--- src/axi_pkg.sv ---
//----------------------------------------
// AXI types for single-beat, full-word transfers
// 32-bit address and data only
//----------------------------------------
package axi_pkg;

    // Byte address on both address channels
    typedef logic [31:0] axi_addr_t;

    // One full data word, all strobes implied
    typedef logic [31:0] axi_data_t;

    // Address stride between neighbouring words
    localparam axi_addr_t WORD_BYTES = 32'd4;

endpackage

--- src/mpad_pkg.sv ---
//----------------------------------------
// Matrix geometry and 2x2 block data types
// Source width must be even, 2 to 60
//----------------------------------------
package mpad_pkg;

    import axi_pkg::*;

    localparam int MIN_WIDTH = 2;
    localparam int MAX_WIDTH = 60;
    localparam int WIN_SIDE  = 3;  // 3x3 neighbourhood
    localparam int WIN_ELEMS = WIN_SIDE * WIN_SIDE;

    // Row-major index into the 3x3 window
    typedef logic [3:0] win_idx_t;

    typedef struct packed {
        axi_addr_t src_base;
        axi_addr_t dst_base;
    } dma_cfg_t;

    // Output words of one block
    typedef struct packed {
        axi_data_t tl;
        axi_data_t tr;
        axi_data_t bl;
        axi_data_t br;
    } quad_t;

    // Bit 1 is the row step, bit 0 the column step
    typedef enum logic [1:0] {
        SIDE_TL = 2'd0,
        SIDE_TR = 2'd1,
        SIDE_BL = 2'd2,
        SIDE_BR = 2'd3
    } blk_side_e;

endpackage

--- src/pad_sequencer.sv ---
`timescale 1ns/1ps
//----------------------------------------
// Walks 2x2 output blocks, row by row
// start_i must drop before the next run
//----------------------------------------
module pad_sequencer import mpad_pkg::*; #(
    parameter int DIM_W = 7
) (
    input  logic             clk,
    input  logic             rst_n,
    input  logic             start_i,
    input  dma_cfg_t         cfg_i,
    input  logic [DIM_W-1:0] width_i,
    output logic             done_o,
    output dma_cfg_t         cfg_o,
    output logic [DIM_W-1:0] width_o,
    output logic [DIM_W-1:0] blk_row_o,
    output logic [DIM_W-1:0] blk_col_o,
    output logic             fetch_req_o,
    input  logic             fetch_ack_i,
    input  quad_t            quad_i,
    output logic             store_req_o,
    output quad_t            quad_o,
    input  logic             store_ack_i
);

    typedef enum logic [2:0] {
        SQ_IDLE,
        SQ_FETCH,
        SQ_STORE,
        SQ_NEXT,
        SQ_DONE
    } seq_state_e;

    seq_state_e state_q;

    always_ff @(posedge clk) begin
        if (!rst_n) begin
            state_q     <= SQ_IDLE;
            done_o      <= 1'b1;
            blk_row_o   <= '0;
            blk_col_o   <= '0;
            fetch_req_o <= 1'b0;
            store_req_o <= 1'b0;
        end else begin
            unique case (state_q)
                SQ_IDLE: begin
                    if (start_i) begin
                        done_o      <= 1'b0;
                        blk_row_o   <= '0;
                        blk_col_o   <= '0;
                        fetch_req_o <= 1'b1;
                        state_q     <= SQ_FETCH;
                    end
                end
                SQ_FETCH: begin
                    if (fetch_req_o && fetch_ack_i) begin
                        fetch_req_o <= 1'b0;
                    end else if (!fetch_req_o && !fetch_ack_i) begin
                        store_req_o <= 1'b1;  // Fetch handshake closed
                        state_q     <= SQ_STORE;
                    end
                end
                SQ_STORE: begin
                    if (store_req_o && store_ack_i) begin
                        store_req_o <= 1'b0;
                    end else if (!store_req_o && !store_ack_i) begin
                        state_q <= SQ_NEXT;
                    end
                end
                SQ_NEXT: begin
                    if (blk_col_o != width_o) begin
                        blk_col_o   <= blk_col_o + DIM_W'(2);
                        fetch_req_o <= 1'b1;
                        state_q     <= SQ_FETCH;
                    end else if (blk_row_o != width_o) begin
                        blk_col_o   <= '0;
                        blk_row_o   <= blk_row_o + DIM_W'(2);
                        fetch_req_o <= 1'b1;
                        state_q     <= SQ_FETCH;
                    end else begin
                        done_o  <= 1'b1;  // Block at (width, width) was the last
                        state_q <= SQ_DONE;
                    end
                end
                SQ_DONE: if (!start_i) state_q <= SQ_IDLE;
                default: state_q <= SQ_IDLE;
            endcase
        end
    end

    // Configuration and block data
    always_ff @(posedge clk) begin
        if (state_q == SQ_IDLE && start_i) begin
            cfg_o   <= cfg_i;
            width_o <= width_i;
        end
        if (fetch_req_o && fetch_ack_i) quad_o <= quad_i;
    end

    a_width_legal: assert property (@(posedge clk) disable iff (!rst_n)
        state_q == SQ_IDLE && start_i |->
            !width_i[0] && width_i >= DIM_W'(MIN_WIDTH) && width_i <= DIM_W'(MAX_WIDTH))
        else $error("Illegal width %0d at start", width_i);

endmodule

--- config.mk ---
export PLATFORM = sky130hd
export DESIGN_NAME = pad_sequencer
export DESIGN_NICKNAME = d
export VERILOG_FILES = /design/src/axi_pkg.sv /design/src/mpad_pkg.sv /design/src/pad_sequencer.sv
export SDC_FILE = /design/constraint.sdc
export NUM_CORES = 1
export LEC_CHECK = 0
export ABC_CLOCK_PERIOD_IN_PS = 14500
export BUFFER_PORTS_ARGS = -buffer_cell sky130_fd_sc_hd__buf_2
export CORE_AREA = 4 4 163 165
export CTS_CLUSTER_SIZE = 8
export DETAILED_ROUTE_END_ITERATION = 8
export DIE_AREA = 0 0 167 169
export GPL_ROUTABILITY_DRIVEN = 0
export GPL_TIMING_DRIVEN = 0
export SYNTH_ARGS = -nofsm -noshare
export SYNTH_HDL_FRONTEND = slang
export SYNTH_SLANG_ARGS = --single-unit
--- constraint.sdc ---
create_clock -name clk -period 14.5 [get_ports clk]
set_clock_uncertainty 0.05 [all_clocks]
set_input_delay 2.9 -clock clk [delete_from_list [all_inputs] [get_ports clk]]
set_output_delay 2.9 -clock clk [all_outputs]
set_load 0.01 [all_outputs]
; ---- Yosys cells after proc, flatten, opt, wreduce, memory -nomap -nowiden
; Cells that the tools add are included.
[totals]
out_inout_bits = 216
reg_bits = 219
[classes]
n_addsub = 2
n_mux = 29
n_eq_ne = 18
reduce_logical = 19
[ops]
columns = operator, n
row1 = $mux 7, 5
row2 = $pmux 7 s2, 2
row3 = $mux 3, 8
row4 = $ne 2x2->1 const B, 11
row5 = $reduce_and 4->1, 4
row6 = $pmux 3 s5, 1
row7 = $add 7x2->7 const B, 2
row8 = $ne 7x7->1, 2
row9 = $mux 1, 10
row10 = $eq 3x2->1 const B, 2
row11 = $reduce_and 6->1, 1
row12 = $logic_and 1x1->1, 5
row13 = $logic_not 1->1, 4
row14 = $pmux 1 s2, 2
row15 = $reduce_bool 2->1, 2
row16 = $eq 3x1->1 const B, 1
row17 = $eq 3x3->1 const B, 1
row18 = $logic_not 3->1, 1
row19 = $ne 3x3->1 const B, 1
row20 = $pmux 1 s3, 1
row21 = $reduce_and 3->1, 1
row22 = $reduce_bool 3->1, 1

; ---- Depth between registers and ports, before layout
[logic_depth]
depth_word = 5
depth_mapped = 7

; ---- Worst setup path before layout
; No wires, ideal clock.
[synth_timing]
kind = in2reg
startpoint = input port start_i
endpoint = register done_o
setup_slack_ps = 2846
path_stages = 3
arrival_ps = 11479
setup_ps = 125
path_buffers = 0
path_cell_list = nor4b_1 -> o21ai_0 -> a221o_1
[synth_via]
elab_chain_cells = 2
[synth_lines]
columns = element, line
row1 = from (decl), pad_sequencer.sv:11  ; input logic start_i,
row2 = $ne 2x2->1 (no line), -
row3 = $reduce_and 4->1 (no line), -
row4 = to (signal assigned), pad_sequencer.sv:40  ; done_o <= 1'b1;
row5 = to (signal assigned), pad_sequencer.sv:49  ; done_o <= 1'b0;
row6 = to (signal assigned), pad_sequencer.sv:82  ; done_o <= 1'b1;
row7 = to (decl), pad_sequencer.sv:14  ; output logic done_o,
; Every way passes these cells.
; A chain may end at the register's enable or synchronous reset.

; ---- Worst setup path in the final report
[layout_timing]
startpoint = input port start_i
endpoint = register cfg_o[31] in the netlist's numbering, enable pin
[layout_via]
elab_chain_cells = 1
[layout_lines]
columns = element, line
row1 = $logic_and 1x1->1, pad_sequencer.sv:94  ; if (state_q == SQ_IDLE && start_i) begin
row2 = to (signal assigned), pad_sequencer.sv:95  ; cfg_o <= cfg_i;
row3 = to (decl), pad_sequencer.sv:15  ; output dma_cfg_t cfg_o,
; Every way passes these cells.

==> impl_metrics.json <==
{
  "hold_ws_ns": 0.4442,
  "max_freq_mhz": 234.9,
  "setup_tns_ns": 0,
  "switching_share_pct": 21.25,
  "r2r_slack_ns": 12.07,
  "insertion_delay_ns": 0.53,
  "synth_area_um2": 7082,
  "grt_antenna_before_repair": 4,
  "grt_pass1_vias": 4861,
  "ff_latch_area_um2": 6336,
  "crit_slowest_cell": "nor4b_2",
  "fin_crit_ns": 4.256,
  "ys_types": 45,
  "overflow": 0,
  "fin_crit_sh_pct": 29.35,
  "met3_length_um": 2478,
  "num_rows": 58,
  "synth_seq_cells": 217,
  "htreeDepth": 1,
  "async_flop_share_pct": 0,
  "crit_chain": "buf_2, nor4b_2, buf_4, buf_4, buf_4, buf_4, buf_4",
  "synth-seq-area-share_pct": 89.47,
  "r2r-end": "cfg_o[31]$_DFFE_PP_",
  "powerDensity_nw_per_um2": 141.9,
  "slew-limit-headroom_pct": 41.96,
  "dp.cells": 1091,
  "final_area_um2": 10550,
  "area_delta_synth_final_pct": 48.98,
  "fin_nets": 1000,
  "io_pins": 420,
  "ctsResizeCount": 0,
  "pwr-share-clk_pct": 42.9,
  "avgViaCountPerCell": 4.244,
  "vdd_drop_max_mv": 0.1088,
  "setup_viol": 0,
  "layout_common_cells": "buf_2 (417), edfxtp_1 (199), clkbuf_16 (31)",
  "min_to": "done_o$_SDFFE_PN1P_",
  "drc": 0,
  "synth-edff-count": 199,
  "grt_max_degree": 70,
  "track_usage_pct": 13.67,
  "syn_avg_cell_area_um2": 21.20,
  "path_common_cell": "buf_4",
  "core_area_um2": 25040,
  "vias": 4825,
  "worstSetupEndpointType": "flip-flop",
  "p_int_mw": 1.179,
  "final_max_slew_viol_count": 0,
  "rsz0062_at_grt": "no",
  "met1_length_um": 7489,
  "p_leak_nw": 4.371,
  "portBuffers": 416,
  "clk_pin_slew_ns": 0.05,
  "final_cells": 1137,
  "crit_arrival_ns": 4.44,
  "comb_power_share_pct": 7.8,
  "cp_num_buf_inv": 6,
  "multiInputGateArea_um2": 711.9,
  "cts_root_buf": "clkbuf_16",
  "final_util_pct": 42.14,
  "die-area_um2": 28220,
  "maxCapViolCount": 0,
  "start_kind": "primary input",
  "routed.top_layer": "met5",
  "rr_worst_depth": 7,
  "fin_ws_ns": 10.24,
  "yosysWarnings": 0,
  "fp.dieH_um": 169,
  "worst_path_dominant_cell_family": "buffers and inverters",
  "whs_path_depth": 1,
  "p_sw_uw": 318.1,
  "first_iter_violations": 254,
  "crit_required_ns": 14.68,
  "worst_pin_slew_ns": 0.8706,
  "fillers": 2344,
  "met2_length_um": 10360,
  "pre_cts_slack_ns": 9.712,
  "syn-instance-count": 334,
  "clk_path_buf_depth": 3,
  "postCtsSetupBuffers": 0,
  "synth_flop_cell": "edfxtp_1",
  "dp_hpwl_um": 16000,
  "crit_fanout": 10,
  "slowest_delay_ns": 0.39,
  "finalPower_mw": 1.497,
  "cts_buffers": 31,
  "drt_wl_total_um": 20720,
  "power_frac_seq_pct": 49.3,
  "initial_core_util_pct": 28.29,
  "hold_path.class": "flip-flop to flip-flop",
  "hold_viol_final": 0,
  "grt_pass1_wl_um": 29610,
  "wl_per_cell_um": 18.22,
  "drive_above_1_share_pct": 58.44,
  "clkSinkCount": 217,
  "fp.dieW_um": 167,
  "final_common_cell": "buf_2",
  "status": "finished clean",
  "path_class": "primary input to flip-flop",
  "dpl_cell_area_um2": 9688,
  "ctsHoldBuffers": 0,
  "hold_start": "done_o$_SDFFE_PN1P_",
  "drt-pass1-iter-count": 4,
  "worst_r2r_startpoint": "state_q[1]$_SDFFE_PN0P_",
  "cts_tree": "built",
  "antenna_left": 0
}
## final cells by class
| cell class | count | share of cell area [%] |
|---|---|---|
| flip-flops and latches | 217 | 60.06 |
| clock inverters | 2 | 0.3676 |
| inverters | 1 | 0.03558 |
| well taps | 330 | 3.914 |
| repair buffers | 426 | 20.67 |
| clock buffers | 43 | 7.780 |
| multi-input cells | 110 | 6.748 |
| diodes | 1 | 0.02372 |
| plain buffers | 7 | 0.4032 |
## cells in the mapped netlist (3+ instances only)
cell type    n  area, µm²
a21oi_1     10      50.05
nor2_1       9      33.78
o31ai_1      3      22.52
xor2_1       8      70.07
nand2b_1     3      18.77
dfxtp_1     18      360.4
nand2_1     13      48.80
clkbuf_1     3      11.26
o22ai_1      5      31.28
nand3_1      7      35.03
edfxtp_1   199       5976
or4_1        4      30.03
o21ai_0      4      20.02
xnor2_1      8      70.07
## how the worst max path moves through the flow
stage | startpoint | end | slack (ns) | depth (start not counted)
4_1_cts | start_i | cfg_o[31]$_DFFE_PP_ | 10.26 | 7
5_1_grt | start_i | cfg_o[39]$_DFFE_PP_ | 10.12 | 7
6_report | start_i | cfg_o[31]$_DFFE_PP_ | 10.24 | 7
3_5_place_dp | start_i | cfg_o[32]$_DFFE_PP_ | 9.71 | 7
2_1_floorplan | start_i | done_o$_SDFFE_PN1P_ | 2.85 | 3
3_3_place_gp | start_i | blk_row_o[1]$_SDFFE_PN0P_ | -1.13 | 5
## power by group through the flow
stage | registers, mW | logic [mW] | clock network (mW)
6_report | 0.738 | 0.117 | 0.643
3_3_place_gp | 0.759 | 0.112 | 0
2_1_floorplan | 0.774 | 0.0254 | 0
3_5_place_dp | 0.750 | 0.119 | 0
4_1_cts | 0.738 | 0.120 | 0.665
5_1_grt | 0.740 | 0.128 | 0.696
## layer usage
metal  track usage [%]  vias to the layer above
li1                  -                     2227
met4             3.415                        6
met1             15.14                     2260
met3             5.768                       39
met2             24.39                      293
met5                 0                        -
## worst register-to-register path: stages, from the launching register on
cell	delay, ns
dfxtp_1	0.30
clkbuf_1	0.21
nor4b_2	0.52
buf_4	0.25
buf_4	0.20
buf_4	0.20
buf_4	0.20
buf_4	0.20
## flip-flops by register name, indices dropped and copies added, names as in the netlist
signal       cells
store_req_o      1
fetch_req_o      1
width_o          7
blk_row_o        6
blk_col_o        6
quad_o         128
done_o           1
cfg_o           64
state_q          3
## kinds of logic (layout without fill, tap and decap cells)
group | Yosys count | in the layout | share of synthesized area, %
flops | 217 | 217 | 89.47
simple gates | 55 | 55 | 4.294
compound gates | 34 | 34 | 3.056
xor+xnor | 16 | 16 | 1.979
buf+inv | 8 | 479 | 0.6535
fa+ha+maj | 2 | 2 | 0.3533
other cells | 1 | 3 | 0.05295
mux | 1 | 1 | 0.1413
Note: power is estimated with default switching activity, not from simulation.
