### config.mk
export PLATFORM = sky130hd
export DESIGN_NAME = tile_fetch
export DESIGN_NICKNAME = d
export VERILOG_FILES = /design/src/axi_pkg.sv /design/src/mpad_pkg.sv /design/src/mirror_addr_gen.sv /design/src/tile_fetch.sv
export SDC_FILE = /design/constraint.sdc
export NUM_CORES = 1
export LEC_CHECK = 0
export BUFFER_PORTS_ARGS = -buffer_cell sky130_fd_sc_hd__buf_2
export CAP_MARGIN = 20
export CORE_ASPECT_RATIO = 1.75
export CORE_MARGIN = 4
export CORE_UTILIZATION = 55
export CTS_BUF_LIST = sky130_fd_sc_hd__clkbuf_4
export DETAILED_ROUTE_END_ITERATION = 12
export PLACE_DENSITY_LB_ADDON = 0.12
export SKIP_CTS_REPAIR_TIMING = 1
export SYNTH_ARGS = -nofsm -noshare
export SYNTH_HDL_FRONTEND = slang
export SYNTH_SLANG_ARGS = --single-unit
### constraint.sdc
create_clock -name clk -period 37.7 [get_ports clk]
set_clock_uncertainty 0.1 [all_clocks]
set_input_delay 7.54 -clock clk [delete_from_list [all_inputs] [get_ports clk]]
set_output_delay 7.54 -clock clk [all_outputs]
set_load 0.1 [all_outputs]
### src/axi_pkg.sv
//----------------------------------------
// AXI types for single-beat, full-word transfers
// 32-bit address and data only
//----------------------------------------
package axi_pkg;

    // Byte address on both address channels
    typedef logic [31:0] axi_addr_t;

    // One full data word, all strobes implied
    typedef logic [31:0] axi_data_t;

    // Address stride between neighbouring words
    localparam axi_addr_t WORD_BYTES = 32'd4;

endpackage

### src/mpad_pkg.sv
//----------------------------------------
// Matrix geometry and 2x2 block data types
// Source width must be even, 2 to 60
//----------------------------------------
package mpad_pkg;

    import axi_pkg::*;

    localparam int MIN_WIDTH = 2;
    localparam int MAX_WIDTH = 60;
    localparam int WIN_SIDE  = 3;  // 3x3 neighbourhood
    localparam int WIN_ELEMS = WIN_SIDE * WIN_SIDE;

    // Row-major index into the 3x3 window
    typedef logic [3:0] win_idx_t;

    typedef struct packed {
        axi_addr_t src_base;
        axi_addr_t dst_base;
    } dma_cfg_t;

    // Output words of one block
    typedef struct packed {
        axi_data_t tl;
        axi_data_t tr;
        axi_data_t bl;
        axi_data_t br;
    } quad_t;

    // Bit 1 is the row step, bit 0 the column step
    typedef enum logic [1:0] {
        SIDE_TL = 2'd0,
        SIDE_TR = 2'd1,
        SIDE_BL = 2'd2,
        SIDE_BR = 2'd3
    } blk_side_e;

endpackage

### src/mirror_addr_gen.sv
`timescale 1ns/1ps
//----------------------------------------
// Source address of one 3x3 window element
// Coordinates clamp into 1..width
//----------------------------------------
module mirror_addr_gen import axi_pkg::*; import mpad_pkg::*; #(
    parameter int DIM_W = 7
) (
    input  axi_addr_t        src_base_i,
    input  logic [DIM_W-1:0] width_i,
    input  logic [DIM_W-1:0] blk_row_i,
    input  logic [DIM_W-1:0] blk_col_i,
    input  win_idx_t         elem_i,
    output axi_addr_t        addr_o
);

    localparam logic signed [DIM_W:0] ONE_S = 1;

    logic signed [DIM_W:0] row_off;
    logic signed [DIM_W:0] col_off;
    logic signed [DIM_W:0] row_tgt;
    logic signed [DIM_W:0] col_tgt;
    logic [DIM_W-1:0]      row_src;
    logic [DIM_W-1:0]      col_src;
    axi_addr_t             word_idx;

    function automatic logic [DIM_W-1:0] clamp_coord(
        input logic signed [DIM_W:0] tgt,
        input logic [DIM_W-1:0]      wid
    );
        logic signed [DIM_W:0] wid_s;
        wid_s = signed'({1'b0, wid});
        if (tgt < ONE_S) begin
            return DIM_W'(1);  // Top or left border
        end else if (tgt > wid_s) begin
            return wid;        // Bottom or right border
        end
        return tgt[DIM_W-1:0];
    endfunction

    always_comb begin
        // Offsets -1..+1 around the centre at origin+1
        row_off  = (DIM_W+1)'(elem_i / WIN_SIDE) - ONE_S;
        col_off  = (DIM_W+1)'(elem_i % WIN_SIDE) - ONE_S;
        row_tgt  = (DIM_W+1)'(blk_row_i) + ONE_S + row_off;
        col_tgt  = (DIM_W+1)'(blk_col_i) + ONE_S + col_off;
        row_src  = clamp_coord(row_tgt, width_i);
        col_src  = clamp_coord(col_tgt, width_i);
        word_idx = axi_addr_t'(row_src - 1'b1) * axi_addr_t'(width_i)
                 + axi_addr_t'(col_src - 1'b1);
        addr_o   = src_base_i + word_idx * WORD_BYTES;
    end

endmodule

### src/tile_fetch.sv
`timescale 1ns/1ps
//----------------------------------------
// Nine single AXI reads fill the 3x3 window
// Origin and width held while fetch_req_i is high
//----------------------------------------
module tile_fetch import axi_pkg::*; import mpad_pkg::*; #(
    parameter int DIM_W = 7
) (
    input  logic             clk,
    input  logic             rst_n,
    input  dma_cfg_t         cfg_i,
    input  logic [DIM_W-1:0] width_i,
    input  logic [DIM_W-1:0] blk_row_i,
    input  logic [DIM_W-1:0] blk_col_i,
    input  logic             fetch_req_i,
    output logic             fetch_ack_o,
    output quad_t            quad_o,
    output axi_addr_t        ar_addr_o,
    output logic             ar_valid_o,
    input  logic             ar_ready_i,
    input  axi_data_t        r_data_i,
    input  logic             r_valid_i,
    output logic             r_ready_o
);

    typedef enum logic [1:0] {
        FT_IDLE,
        FT_ADDR,
        FT_DATA,
        FT_ACK
    } fetch_state_e;

    fetch_state_e state_q;
    win_idx_t     elem_q;
    axi_data_t    win_q [WIN_ELEMS];
    logic [1:0]   row0;
    logic [1:0]   row1;
    logic [1:0]   col0;
    logic [1:0]   col1;

    // Window row/col holding output coordinate out_c
    function automatic logic [1:0] win_pos(
        input logic [DIM_W-1:0] out_c,
        input logic [DIM_W-1:0] org,
        input logic [DIM_W-1:0] wid
    );
        logic [DIM_W-1:0] src;
        if (out_c == '0) begin
            src = DIM_W'(1);
        end else if (out_c > wid) begin
            src = wid;
        end else begin
            src = out_c;
        end
        return 2'(src - org);
    endfunction

    function automatic win_idx_t win_idx(input logic [1:0] r, input logic [1:0] c);
        return win_idx_t'(r) * win_idx_t'(WIN_SIDE) + win_idx_t'(c);
    endfunction

    mirror_addr_gen #(.DIM_W(DIM_W)) i_addr_gen (
        .src_base_i (cfg_i.src_base),
        .width_i    (width_i),
        .blk_row_i  (blk_row_i),
        .blk_col_i  (blk_col_i),
        .elem_i     (elem_q),
        .addr_o     (ar_addr_o)
    );

    always_ff @(posedge clk) begin
        if (!rst_n) begin
            state_q <= FT_IDLE;
            elem_q  <= '0;
        end else begin
            unique case (state_q)
                FT_IDLE: begin
                    if (fetch_req_i) begin
                        elem_q  <= '0;
                        state_q <= FT_ADDR;
                    end
                end
                FT_ADDR: if (ar_ready_i) state_q <= FT_DATA;
                FT_DATA: begin
                    if (r_valid_i) begin
                        if (elem_q == win_idx_t'(WIN_ELEMS - 1)) begin
                            state_q <= FT_ACK;
                        end else begin
                            elem_q  <= elem_q + 1'b1;
                            state_q <= FT_ADDR;  // Next element of the window
                        end
                    end
                end
                FT_ACK: if (!fetch_req_i) state_q <= FT_IDLE;
                default: state_q <= FT_IDLE;
            endcase
        end
    end

    always_ff @(posedge clk) begin
        if (state_q == FT_DATA && r_valid_i) begin
            win_q[elem_q] <= r_data_i;
        end
    end

    assign ar_valid_o  = (state_q == FT_ADDR);
    assign r_ready_o   = (state_q == FT_DATA);
    assign fetch_ack_o = (state_q == FT_ACK);

    assign row0 = win_pos(blk_row_i, blk_row_i, width_i);
    assign row1 = win_pos(blk_row_i + 1'b1, blk_row_i, width_i);
    assign col0 = win_pos(blk_col_i, blk_col_i, width_i);
    assign col1 = win_pos(blk_col_i + 1'b1, blk_col_i, width_i);

    always_comb begin
        quad_o.tl = win_q[win_idx(row0, col0)];
        quad_o.tr = win_q[win_idx(row0, col1)];
        quad_o.bl = win_q[win_idx(row1, col0)];
        quad_o.br = win_q[win_idx(row1, col1)];
    end

    // Relies on the sequencer holding the origin during the request
    a_ar_stable: assert property (@(posedge clk) disable iff (!rst_n)
        ar_valid_o && !ar_ready_i |=> ar_valid_o && $stable(ar_addr_o))
        else $error("AR address changed under stall");

endmodule

Yosys cells after proc, flatten, opt, wreduce, memory -nomap -nowiden
Memories as Yosys holds them, arrays and structs flattened.
Cells that the tools add are included.
W data, S select, Z words.
{"block": "classes", "n_addsub": 21, "mul": 3, "n_div": 2, "order_cmp": 8, "n_eq_ne": 9, "n_mux": 30, "reduce_logical": 9}
{"op": "$mux W7", "count": 6}
{"op": "$add A32 B32 Y32", "count": 1}
{"op": "$div A4 B2 Y32 const B", "count": 1}
{"op": "$mod A4 B2 Y32 const B", "count": 1}
{"op": "$mul A32 B7 Y30", "count": 1}
{"op": "$add A30 B30 Y30", "count": 1}
{"op": "$gt A7 B7 Y1", "count": 4}
{"op": "$logic_not A7 Y1", "count": 4}
{"op": "$mux W2", "count": 13}
{"op": "$add A4 B2 Y4", "count": 4}
{"op": "$add A7 B1 Y8 const B", "count": 2}
{"op": "$add A8 B8 Y8", "count": 2}
{"op": "$gt A8 B8 Y1", "count": 2}
{"op": "$lt A8 B2 Y1 const B", "count": 2}
{"op": "$sub A7 B1 Y8 const B", "count": 2}
{"op": "$sub A8 B1 Y8 const B", "count": 2}
{"op": "$add A7 B1 Y7 const B", "count": 2}
{"op": "$mux W4", "count": 3}
{"op": "$mul A2 B2 Y4 const B", "count": 2}
{"op": "$ne A2 B2 Y1 const B", "count": 4}
{"op": "$pmux W2 S4", "count": 1}
{"op": "$pmux W4 S2", "count": 1}
{"op": "$reduce_and A4 Y1", "count": 2}
{"op": "$sub A2 B2 Y2", "count": 4}
{"op": "other kinds (9)", "count": 15}
{"block": "word_totals", "ff_bits": 6, "mem_bits_rw": 288, "input_bits": 122, "output_inout_bits": 163, "word_cells": 85, "mem_count": 1}
{"name": "win_q", "words": 9, "word_bits": 32, "rd": 4, "rd_clocked_by_memory_dff": 0, "write_ports": 1, "line": "tile_fetch.sv:35", "text": "axi_data_t win_q [WIN_ELEMS];"}

Longest topological paths before layout
Gate-level depths: netlist of the first run.
{"block": "depth", "depth_word": 11, "ltp_mapped": 65, "ltp_nobuf": 60}

Hierarchy
From an unflattened synthesis of the first run, not the netlist that was laid out.
{"block": "unflattened", "hier_cells": 2022, "area_unflattened_um2": 25374.3}
{"module": "tile_fetch", "n_inst": 1, "cells_per_inst": 1294, "area_each_um2": 19621.3, "seq_area_each_um2": 8768.4}
{"module": "mirror_addr_gen", "n_inst": 1, "cells_per_inst": 728, "area_each_um2": 5753.0, "seq_area_each_um2": 0.0}

Worst setup path after synthesis of the first run
Ideal clock, no wire load.
{"block": "synth_path", "kind": "input to output", "from": "in blk_row_i[0]", "to": "out ar_addr_o[31]", "arrival_ns": 18.619, "t_required_ns": 30.060, "slack_ns": 11.441, "stages": 50, "n_path_buf": 2, "path_cell_list": "ha_1 -> inv_1 -> fa_1 -> inv_1 -> ha_1 -> nor2b_1 -> o21a_1 -> o21a_1 -> o21a_1 -> o21a_1 -> o31ai_1 -> clkbuf_1 -> nand2_1 -> o21ai_0 -> and2_1 -> ha_1 -> inv_1 -> a21oi_1 -> (+14 left out) -> o21bai_1 -> a211oi_1 -> nor2_1 -> o21ai_0 -> o21ai_0 -> nand2_1 -> ha_1 -> clkbuf_1 -> nand3_1 -> nor3b_1 -> inv_1 -> o32ai_1 -> nor2_1 -> a31oi_1 -> a41oi_1 -> o21ai_0 -> xnor2_1 -> xnor2_1"}
{"block": "synth_via", "elab_chain_cells": 10, "word_cells_on_any_way": 12, "cone_classes": "add/sub (5); mul (1); order compare (2); mux (4)"}
{"item": "start: declaration", "line": "tile_fetch.sv:13", "text": "input logic [DIM_W-1:0] blk_row_i,"}
{"item": "$add A7 B1 Y8 (*)", "line": "mirror_addr_gen.sv:45", "text": "row_tgt = (DIM_W+1)'(blk_row_i) + ONE_S + row_off;"}
{"item": "$add A8 B8 Y8 (*)", "line": "mirror_addr_gen.sv:45"}
{"item": "$gt A8 B8 Y1", "line": "mirror_addr_gen.sv:35", "text": "end else if (tgt > wid_s) begin"}
{"item": "$mux W1", "line": "mirror_addr_gen.sv:35"}
{"item": "$mux W1", "line": "mirror_addr_gen.sv:33", "text": "if (tgt < ONE_S) begin"}
{"item": "$mux W7 (*)", "line": "mirror_addr_gen.sv:38", "text": "return tgt[DIM_W-1:0];"}
{"item": "$sub A7 B1 Y8 (*)", "line": "mirror_addr_gen.sv:49", "text": "word_idx = axi_addr_t'(row_src - 1'b1) * axi_addr_t'(width_i)"}
{"item": "$mul A32 B7 Y30 (*)", "line": "mirror_addr_gen.sv:49"}
{"item": "$add A30 B30 Y30 (*)", "line": "mirror_addr_gen.sv:50", "text": "+ axi_addr_t'(col_src - 1'b1);"}
{"item": "$add A32 B32 Y32 (*)", "line": "mirror_addr_gen.sv:51", "text": "addr_o = src_base_i + word_idx * WORD_BYTES;"}
{"item": "end: declaration", "line": "tile_fetch.sv:18", "text": "output axi_addr_t ar_addr_o,"}
Mark *: on every way between the ends. The rest lies on a longest branch, timed or not.

Final worst setup path of the first run
{"block": "layout_path", "from": "in blk_col_i[0]", "to": "out ar_addr_o[31]"}
{"block": "layout_via", "elab_chain_cells": 9, "word_cells_on_any_way": 11, "cone_classes": "add/sub (5); order compare (2); mux (4)"}
{"item": "start: declaration", "line": "tile_fetch.sv:14", "text": "input logic [DIM_W-1:0] blk_col_i,"}
{"item": "$add A7 B1 Y8 (*)", "line": "mirror_addr_gen.sv:46", "text": "col_tgt = (DIM_W+1)'(blk_col_i) + ONE_S + col_off;"}
{"item": "$add A8 B8 Y8 (*)", "line": "mirror_addr_gen.sv:46"}
{"item": "$gt A8 B8 Y1", "line": "mirror_addr_gen.sv:35"}
{"item": "$mux W1", "line": "mirror_addr_gen.sv:35"}
{"item": "$mux W1", "line": "mirror_addr_gen.sv:33"}
{"item": "$mux W7 (*)", "line": "mirror_addr_gen.sv:38"}
{"item": "$sub A7 B1 Y8 (*)", "line": "mirror_addr_gen.sv:50"}
{"item": "$add A30 B30 Y30 (*)", "line": "mirror_addr_gen.sv:50"}
{"item": "$add A32 B32 Y32 (*)", "line": "mirror_addr_gen.sv:51"}
Marks and branches as above.

==> impl_metrics.json, run 1 <==
{
  "status": "finished, final reports clean",
  "r2r-end": "win_q[3][31]$_DFFE_PP_",
  "wl_per_cell_um": 24.8,
  "clock_sink_count": 294,
  "finalCritPeriodShare": 0.711,
  "insertion_delay_ns": 0.77,
  "critPathArrivalTime_ns": 19.17,
  "layout-drive-gt1-share": 0.291,
  "period_needed_ns": 26.81,
  "antenna_left": 0,
  "syn-cell-area_mm2": 0.0251,
  "cap_violations": 0,
  "h-tree-depth": 3,
  "cp_slowest_stage_delay_ns": 0.66,
  "async_reset_ff_frac": 0,
  "timing.fmax_mhz": 37.3,
  "drt-initial-drc-count": 1474,
  "final_util": 0.619,
  "grtUsageMet3": 0.0538,
  "crit_top_cell": "inv_1",
  "required_ns": 30.06,
  "hold_path_end": "elem_q[1]$_SDFFE_PN0P_",
  "portBuffers": 248,
  "use_met1": 0.323,
  "antenna_found_initial": 4,
  "ys.flop_type": "edfxtp_1",
  "cts_buffers": 70,
  "ys_types": 72,
  "synth_edf_count": 288,
  "cp-end-kind": "output pin",
  "reg2regPathDepth": 5,
  "hp-class": "reg2reg",
  "ios": 285,
  "nets": 2637,
  "die_x_um": 170,
  "setup_viol": 0,
  "seq_area_frac_synth": 0.349,
  "tightest_slew_ns": 1.15,
  "grt_max_degree": 65,
  "yosys_warnings": 0,
  "cts_buffer_depth": 3,
  "reg2reg_from": "state_q[1]$_SDFFE_PN0P_",
  "hold_violations": 0,
  "met2_usage": 0.539,
  "place.gp.congestion": 0.915,
  "worst_setup_path_start_kind": "primary input",
  "start_util": 0.556,
  "via_per_inst": 6.50,
  "synth_top_area_share": 0.344,
  "grt_pass1_vias": 19900,
  "synthCells": 2057,
  "die_y_um": 291,
  "vias": 19100,
  "worst-setup-path-type": "in2out",
  "yosys_register_bits": 294,
  "cp_slowest_cell": "o21ai_0",
  "post_synth.cell_area_avg_um2": 12.2,
  "num_rows": 103,
  "slew_viol_final": 0,
  "setup_tns_ns": 0,
  "slew_headroom": 0.236,
  "clk_pin_slew_ns": 0.07,
  "hpwl_um": 47400,
  "track_usage": 0.294,
  "fin_cells": 2934,
  "yosysTopAreaCell": "edfxtp_1",
  "ctsRootBufferMaster": "clkbuf_4",
  "final_common_cell": "edfxtp_1",
  "yosys-top-cells-area": "edfxtp_1, mux4_2, ha_1",
  "min_from": "elem_q[1]$_SDFFE_PN0P_",
  "drt_wl_total_um": 72800,
  "rsz0062_at_grt": "false",
  "core-area_mm2": 0.0452,
  "r2r_slack_ns": 35.00,
  "min_path_cells": 2,
  "final_cell_mix": "edfxtp_1, mux4_2, buf_2, nor2_1, a21oi_1",
  "place_inst": 2809,
  "grt-ovfl-total": 0,
  "drtPass1Iterations": 5,
  "drc_errors": 0,
  "cp_max_fo": 16,
  "grt-busiest-layer": "met2",
  "grt_pass1_wl_um": 111000,
  "syn_to_final_growth_pct": 11.4,
  "design.die.area_mm2": 0.0493,
  "cts_tree": "done"
}
-- worst max-delay path: cells and delay by family --
family / cells / cell delay, ns
buffers and inverters: 8 / 1.03
adder cells (fa/ha/maj): 9 / 3.70
AO/OA/AOI/OAI: 17 / 3.68
AND/OR/NAND/NOR: 11 / 2.73
XOR/XNOR: 3 / 0.48
-- state kept, by name, indices dropped and copies added (netlist names) --
register	cells
elem_q	4
win_q	288
state_q	2
-- metrics by stage --
step | setup slack (ns) | hold WS [ns] | cell area, um2
2_1_floorplan | 11.44 | 0.407 | 25200
3_3_place_gp | 10.83 | 0.443 | 27100
3_5_place_dp | 10.69 | 0.453 | 27100
4_1_cts | 10.64 | 0.463 | 28000
5_1_grt | 9.98 | 0.506 | 28000
6_report | 10.89 | 0.458 | 28000
-- synth_stat cells, types with 3 or more instances --
| master | number |
|---|---|
| nor3_1 | 20 |
| nand4_1 | 6 |
| xnor2_1 | 60 |
| or3_1 | 4 |
| a21o_1 | 34 |
| o21bai_1 | 13 |
| and3_1 | 23 |
| nor2_1 | 213 |
| and2_1 | 18 |
| o31ai_1 | 3 |
| dfxtp_1 | 6 |
| ha_1 | 142 |
| nor4_1 | 6 |
| buf_4 | 3 |
| o22ai_1 | 5 |
| nand2_1 | 57 |
| mux4_2 | 256 |
| nand2b_1 | 12 |
| fa_1 | 68 |
| a21oi_1 | 194 |
| a211o_1 | 4 |
| clkbuf_1 | 82 |
| nor2b_1 | 19 |
| edfxtp_1 | 288 |
| mux2i_1 | 142 |
| o21a_1 | 18 |
| mux2_2 | 4 |
| a31oi_1 | 3 |
| nand3_1 | 36 |
| buf_1 | 29 |
| xor2_1 | 28 |
| o21ai_0 | 50 |
| a41oi_1 | 5 |
| a211oi_1 | 8 |
| inv_1 | 145 |
-- how the worst max path moves through the flow --
stage | to | startpoint
final | ar_addr_o[31] | blk_col_i[0]
after global routing | ar_addr_o[31] | blk_row_i[0]
after CTS | ar_addr_o[31] | blk_row_i[0]
after detailed placement | ar_addr_o[31] | blk_row_i[0]
after global placement | ar_addr_o[31] | blk_row_i[0]
after floorplan | ar_addr_o[31] | blk_row_i[0]
-- area by class of cell --
type	instances	area [um2]
diodes	3	7.51
clock buffers	100	751
clock inverters	21	148
fillers	3605	17200
inverters	146	548
multi-input cells	1516	15600
flip-flops and latches	294	8770
well taps	577	722
repair buffers	277	1460
-- cells by family after synthesis --
group / Yosys count / synth area share
multiplexers: 402 / 0.288
flip-flops: 294 / 0.349
AO/OA/AOI/OAI: 366 / 0.0875
XOR/XNOR: 89 / 0.0315
adder cells (fa/ha/maj): 210 / 0.125
AND/OR/NAND/NOR: 432 / 0.0794
buffers and inverters: 262 / 0.0402
other: 2 / 0.000299
-- routing by layer --
metal	up-vias	wire, um
li1	8423	-
met1	9566	24300
met2	869	39800
met3	217	4910
met4	2	3800
met5	-	20
Power of run 1 is not shown: default switching activity piles up to over one toggle a cycle in this logic, so the estimate is an artifact.
==> inputs of run 2 (changes only) <==
==> constraint.sdc (replaced) <==
create_clock -name clk -period 22.5 [get_ports clk]
set_clock_uncertainty 0.1 [all_clocks]
set_input_delay 4.5 -clock clk [delete_from_list [all_inputs] [get_ports clk]]
set_output_delay 4.5 -clock clk [all_outputs]
set_load 0.1 [all_outputs]
==> impl_metrics.json, run 2 (synthesized netlist as in run 1, its figures left out) <==
{
  "status": "finished, final reports clean",
  "cap_violations": 0,
  "die_y_um": 291,
  "vias": 19100,
  "tightest_slew_ns": 1.15,
  "finalCritPeriodShare": 0.920,
  "regMostFlops": "win_q",
  "setup_tns_ns": 0,
  "final_util": 0.619,
  "worst-setup-path-type": "in2out",
  "cp-end-kind": "output pin",
  "grt_max_degree": 65,
  "critPathArrivalTime_ns": 16.11,
  "reg2regPathDepth": 5,
  "layout-drive-gt1-share": 0.287,
  "largestRegisters": "win_q x288, elem_q x4, state_q x2",
  "num_rows": 103,
  "grt_pass1_vias": 19800,
  "clock_sink_count": 294,
  "setup_viol": 0,
  "timing.fmax_mhz": 48.3,
  "ctsRootBufferMaster": "clkbuf_4",
  "insertion_delay_ns": 0.73,
  "cp_slowest_cell": "o21ai_0",
  "final_cell_mix": "edfxtp_1, mux4_2, buf_2, nor2_1, a21oi_1",
  "core-area_mm2": 0.0452,
  "h-tree-depth": 3,
  "drc_errors": 0,
  "track_usage": 0.292,
  "antenna_found_initial": 6,
  "hold_violations": 0,
  "n_fill_cell": 3616,
  "required_ns": 17.90,
  "ios": 285,
  "place_ws_ns": 1.90,
  "wl_per_cell_um": 24.9,
  "hpwl_um": 47700,
  "drt_wl_total_um": 73300,
  "crit_top_cell": "inv_1",
  "final_common_cell": "edfxtp_1",
  "cp_slowest_stage_delay_ns": 0.66,
  "die_x_um": 170,
  "design.die.area_mm2": 0.0493,
  "grt_pass1_wl_um": 110000,
  "antenna_left": 0,
  "min_path_cells": 2,
  "start_util": 0.556,
  "finalWorstSetupSlack_ns": 1.79,
  "via_per_inst": 6.49,
  "clk_pin_slew_ns": 0.07,
  "slew_headroom": 0.234,
  "drtPass1Iterations": 5,
  "cp_max_fo": 16,
  "place.gp.congestion": 0.921,
  "multi_input_area_mm2": 0.0156,
  "nets": 2637,
  "cts_buffer_depth": 3,
  "hp-class": "reg2reg",
  "cts_buffers": 71,
  "worst_setup_path_start_kind": "primary input",
  "grt-ovfl-total": 0,
  "register_area_mm2": 0.00877,
  "drt-initial-drc-count": 1637,
  "cts_tree": "done",
  "slew_viol_final": 0,
  "rsz0062_at_grt": "false",
  "syn_to_final_growth_pct": 11.4,
  "period_needed_ns": 20.71,
  "largest_reg_flops": 288,
  "portBuffers": 248
}
## run 2: final timing paths
check,startpoint,end,slack [ns]
worst max-delay path,blk_col_i[0],ar_addr_o[31],1.79
worst min-delay path,elem_q[1]$_SDFFE_PN0P_,elem_q[1]$_SDFFE_PN0P_,0.47
worst max register to register,state_q[1]$_SDFFE_PN0P_,win_q[2][31]$_DFFE_PP_,19.88
worst min register to register,elem_q[1]$_SDFFE_PN0P_,elem_q[1]$_SDFFE_PN0P_,0.47
## run 2: layout make-up
cell class,count,share of cell area
sequential,294,0.313
antenna,5,0.000447
timing repair buffer,276,0.0518
multi-input combinational,1516,0.558
tap,577,0.0258
inverter,146,0.0196
clock buffer,96,0.0257
clock inverter,30,0.00567
## run 2: metal layers
layer | global-route usage | routed length [um] | vias up | share of wire
met2 | 0.532 | 40000 | 916 | 0.55
li1 | - | - | 8433 | -
met1 | 0.333 | 24800 | 9567 | 0.34
met4 | 0.138 | 3090 | 2 | 0.042
met5 | 0 | 11 | - | 0.00015
met3 | 0.0429 | 5340 | 167 | 0.073
## run 2: metrics by stage
stage	instances	hold WS [ns]	instance area, um2
after floorplan	2072	0.407	25200
after detailed placement	2809	0.461	27100
final	2940	0.466	28000
after global routing	2940	0.492	28000
after CTS	2935	0.472	28000
after global placement	2809	0.441	27100
## run 2: worst max-delay path: cells and delay by family
kind | cells | cell delay [ns]
XOR/XNOR | 3 | 0.51
AND/OR/NAND/NOR | 10 | 2.46
buffers and inverters | 8 | 1.02
AO/OA/AOI/OAI | 18 | 3.90
adder cells (fa/ha/maj) | 9 | 3.71
Power of run 2 is left out for the same reason.
==> inputs of run 3 (changes only) <==
--- a/config.mk
+++ b/config.mk
@@ -10,8 +10,9 @@
 export CORE_ASPECT_RATIO = 1.75
 export CORE_MARGIN = 4
 export CORE_UTILIZATION = 55
-export CTS_BUF_LIST = sky130_fd_sc_hd__clkbuf_4
+export CTS_BUF_LIST = sky130_fd_sc_hd__clkbuf_4 sky130_fd_sc_hd__clkbuf_8
 export DETAILED_ROUTE_END_ITERATION = 12
+export GPL_TIMING_DRIVEN = 1
 export PLACE_DENSITY_LB_ADDON = 0.12
 export SKIP_CTS_REPAIR_TIMING = 1
 export SYNTH_ARGS = -nofsm -noshare
==> constraint.sdc (replaced) <==
create_clock -name clk -period 22.5 [get_ports clk]
set_clock_uncertainty 0.1 [all_clocks]
set_input_delay 2.25 -clock clk [delete_from_list [all_inputs] [get_ports clk]]
set_output_delay 2.25 -clock clk [all_outputs]
set_load 0.1 [all_outputs]
==> impl_metrics.json, run 3 (synthesized netlist as in run 1, its figures left out) <==
{
  "period_needed_ns": 17.49,
  "die_x_um": 170,
  "ios": 285,
  "cp_num_buf_inv": 9,
  "grt-busiest-layer": "met2",
  "drt_wl_total_um": 72800,
  "crit_top_cell": "inv_1",
  "grt_max_degree": 65,
  "design_area_mm2": 0.0280,
  "setup_tns_ns": 0,
  "cts_tree": "done",
  "setup_viol": 0,
  "status": "finished, final reports clean",
  "cp_slowest_cell": "dfxtp_1",
  "grtUsageMet3": 0.0361,
  "syn_to_final_growth_pct": 11.4,
  "reg2reg_from": "state_q[1]$_SDFFE_PN0P_",
  "r2r_slack_ns": 19.88,
  "regMostFlops": "win_q",
  "core-area_mm2": 0.0452,
  "vias": 19000,
  "rsz0062_at_grt": "false",
  "cts_buffers": 45,
  "clk_pin_slew_ns": 0.06,
  "final_cell_mix": "edfxtp_1, mux4_2, buf_2, nor2_1, a21oi_1",
  "slew_headroom": 0.256,
  "cp-end-kind": "output pin",
  "antenna_found_initial": 4,
  "drc_errors": 0,
  "min_path_cells": 2,
  "use_met1": 0.334,
  "wl_per_cell_um": 25.2,
  "cts_buffer_depth": 3,
  "met2_usage": 0.538,
  "design.die.area_mm2": 0.0493,
  "place.gp.congestion": 0.930,
  "grt_pass1_vias": 19900,
  "worst_setup_path_start_kind": "flip-flop",
  "register_area_mm2": 0.00877,
  "min_from": "elem_q[1]$_SDFFE_PN0P_",
  "finalCritPeriodShare": 0.777,
  "final_common_cell": "edfxtp_1",
  "hold_violations": 0,
  "timing.fmax_mhz": 57.2,
  "tightest_slew_ns": 1.12,
  "clock_sink_count": 294,
  "via_per_inst": 6.56,
  "n_fill_cell": 3660,
  "start_util": 0.556,
  "grt_pass1_wl_um": 111000,
  "hpwl_um": 47600,
  "track_usage": 0.291,
  "hold_path_end": "elem_q[1]$_SDFFE_PN0P_",
  "cp_slowest_stage_delay_ns": 0.71,
  "drt-initial-drc-count": 1464,
  "largestRegisters": "win_q x288, elem_q x4, state_q x2",
  "antenna_left": 0,
  "reg2regPathDepth": 5,
  "hp-class": "reg2reg",
  "required_ns": 20.15,
  "critical-path-top-delay-family": "compound AO/OA/AOI/OAI gates",
  "h-tree-depth": 2,
  "grt-ovfl-total": 0,
  "nets": 2611,
  "r2r-end": "win_q[2][31]$_DFFE_PP_",
  "cp_max_fo": 18,
  "portBuffers": 248,
  "layout-drive-gt1-share": 0.278,
  "largest_reg_flops": 288,
  "slew_viol_final": 0,
  "critPathArrivalTime_ns": 15.14,
  "ctsRootBufferMaster": "clkbuf_8",
  "dpl-instance-area_mm2": 0.0271,
  "num_rows": 103,
  "worst-setup-path-type": "reg2out",
  "die_y_um": 291,
  "insertion_delay_ns": 0.57,
  "drtPass1Iterations": 5,
  "multi_input_area_mm2": 0.0156,
  "cap_violations": 0
}
-- run 3: worst min-delay path: stages, from the launching register on --
cell,delay [ns]
dfxtp_1,0.36
nand2b_1,0.09
a21oi_1,0.05
-- run 3: routing by layer --
layer  up-vias  routed length (um)
met5         -                  16
met3       212                5000
met1      9539               24700
met2       897               39600
met4         2                3520
li1       8324                   -
-- run 3: per-stage QoR --
step                      utilization  hold slack (ns)  setup slack, ns  instances
after floorplan                     -            0.407             6.82       2072
after global placement          0.599            0.440             5.93       2809
after detailed placement        0.599            0.452             5.66       2809
after CTS                       0.619            0.460             4.97       2889
after global routing            0.619            0.505             3.86       2892
final                           0.619            0.459             5.01       2892
-- run 3: area by class of cell --
type / count / share of cell area
multi-input combinational: 1516 / 0.557
sequential: 294 / 0.313
timing repair buffer: 276 / 0.0518
clock buffer: 63 / 0.0272
tap: 577 / 0.0258
inverter: 146 / 0.0196
clock inverter: 17 / 0.00509
antenna: 3 / 0.000268
-- run 3: how the worst max path moves through the flow --
| stage | startpoint | end | slack [ns] | cells past startpoint |
|---|---|---|---|---|
| after floorplan | blk_row_i[0] | ar_addr_o[31] | 6.82 | 50 |
| after CTS | elem_q[3]$_SDFFE_PN0P_ | ar_addr_o[31] | 4.97 | 58 |
| after detailed placement | elem_q[3]$_SDFFE_PN0P_ | ar_addr_o[31] | 5.66 | 58 |
| after global placement | elem_q[3]$_SDFFE_PN0P_ | ar_addr_o[31] | 5.93 | 57 |
| final | elem_q[3]$_SDFFE_PN0P_ | ar_addr_o[31] | 5.01 | 58 |
| after global routing | elem_q[3]$_SDFFE_PN0P_ | ar_addr_o[31] | 3.86 | 58 |
Power of run 3 is left out for the same reason.
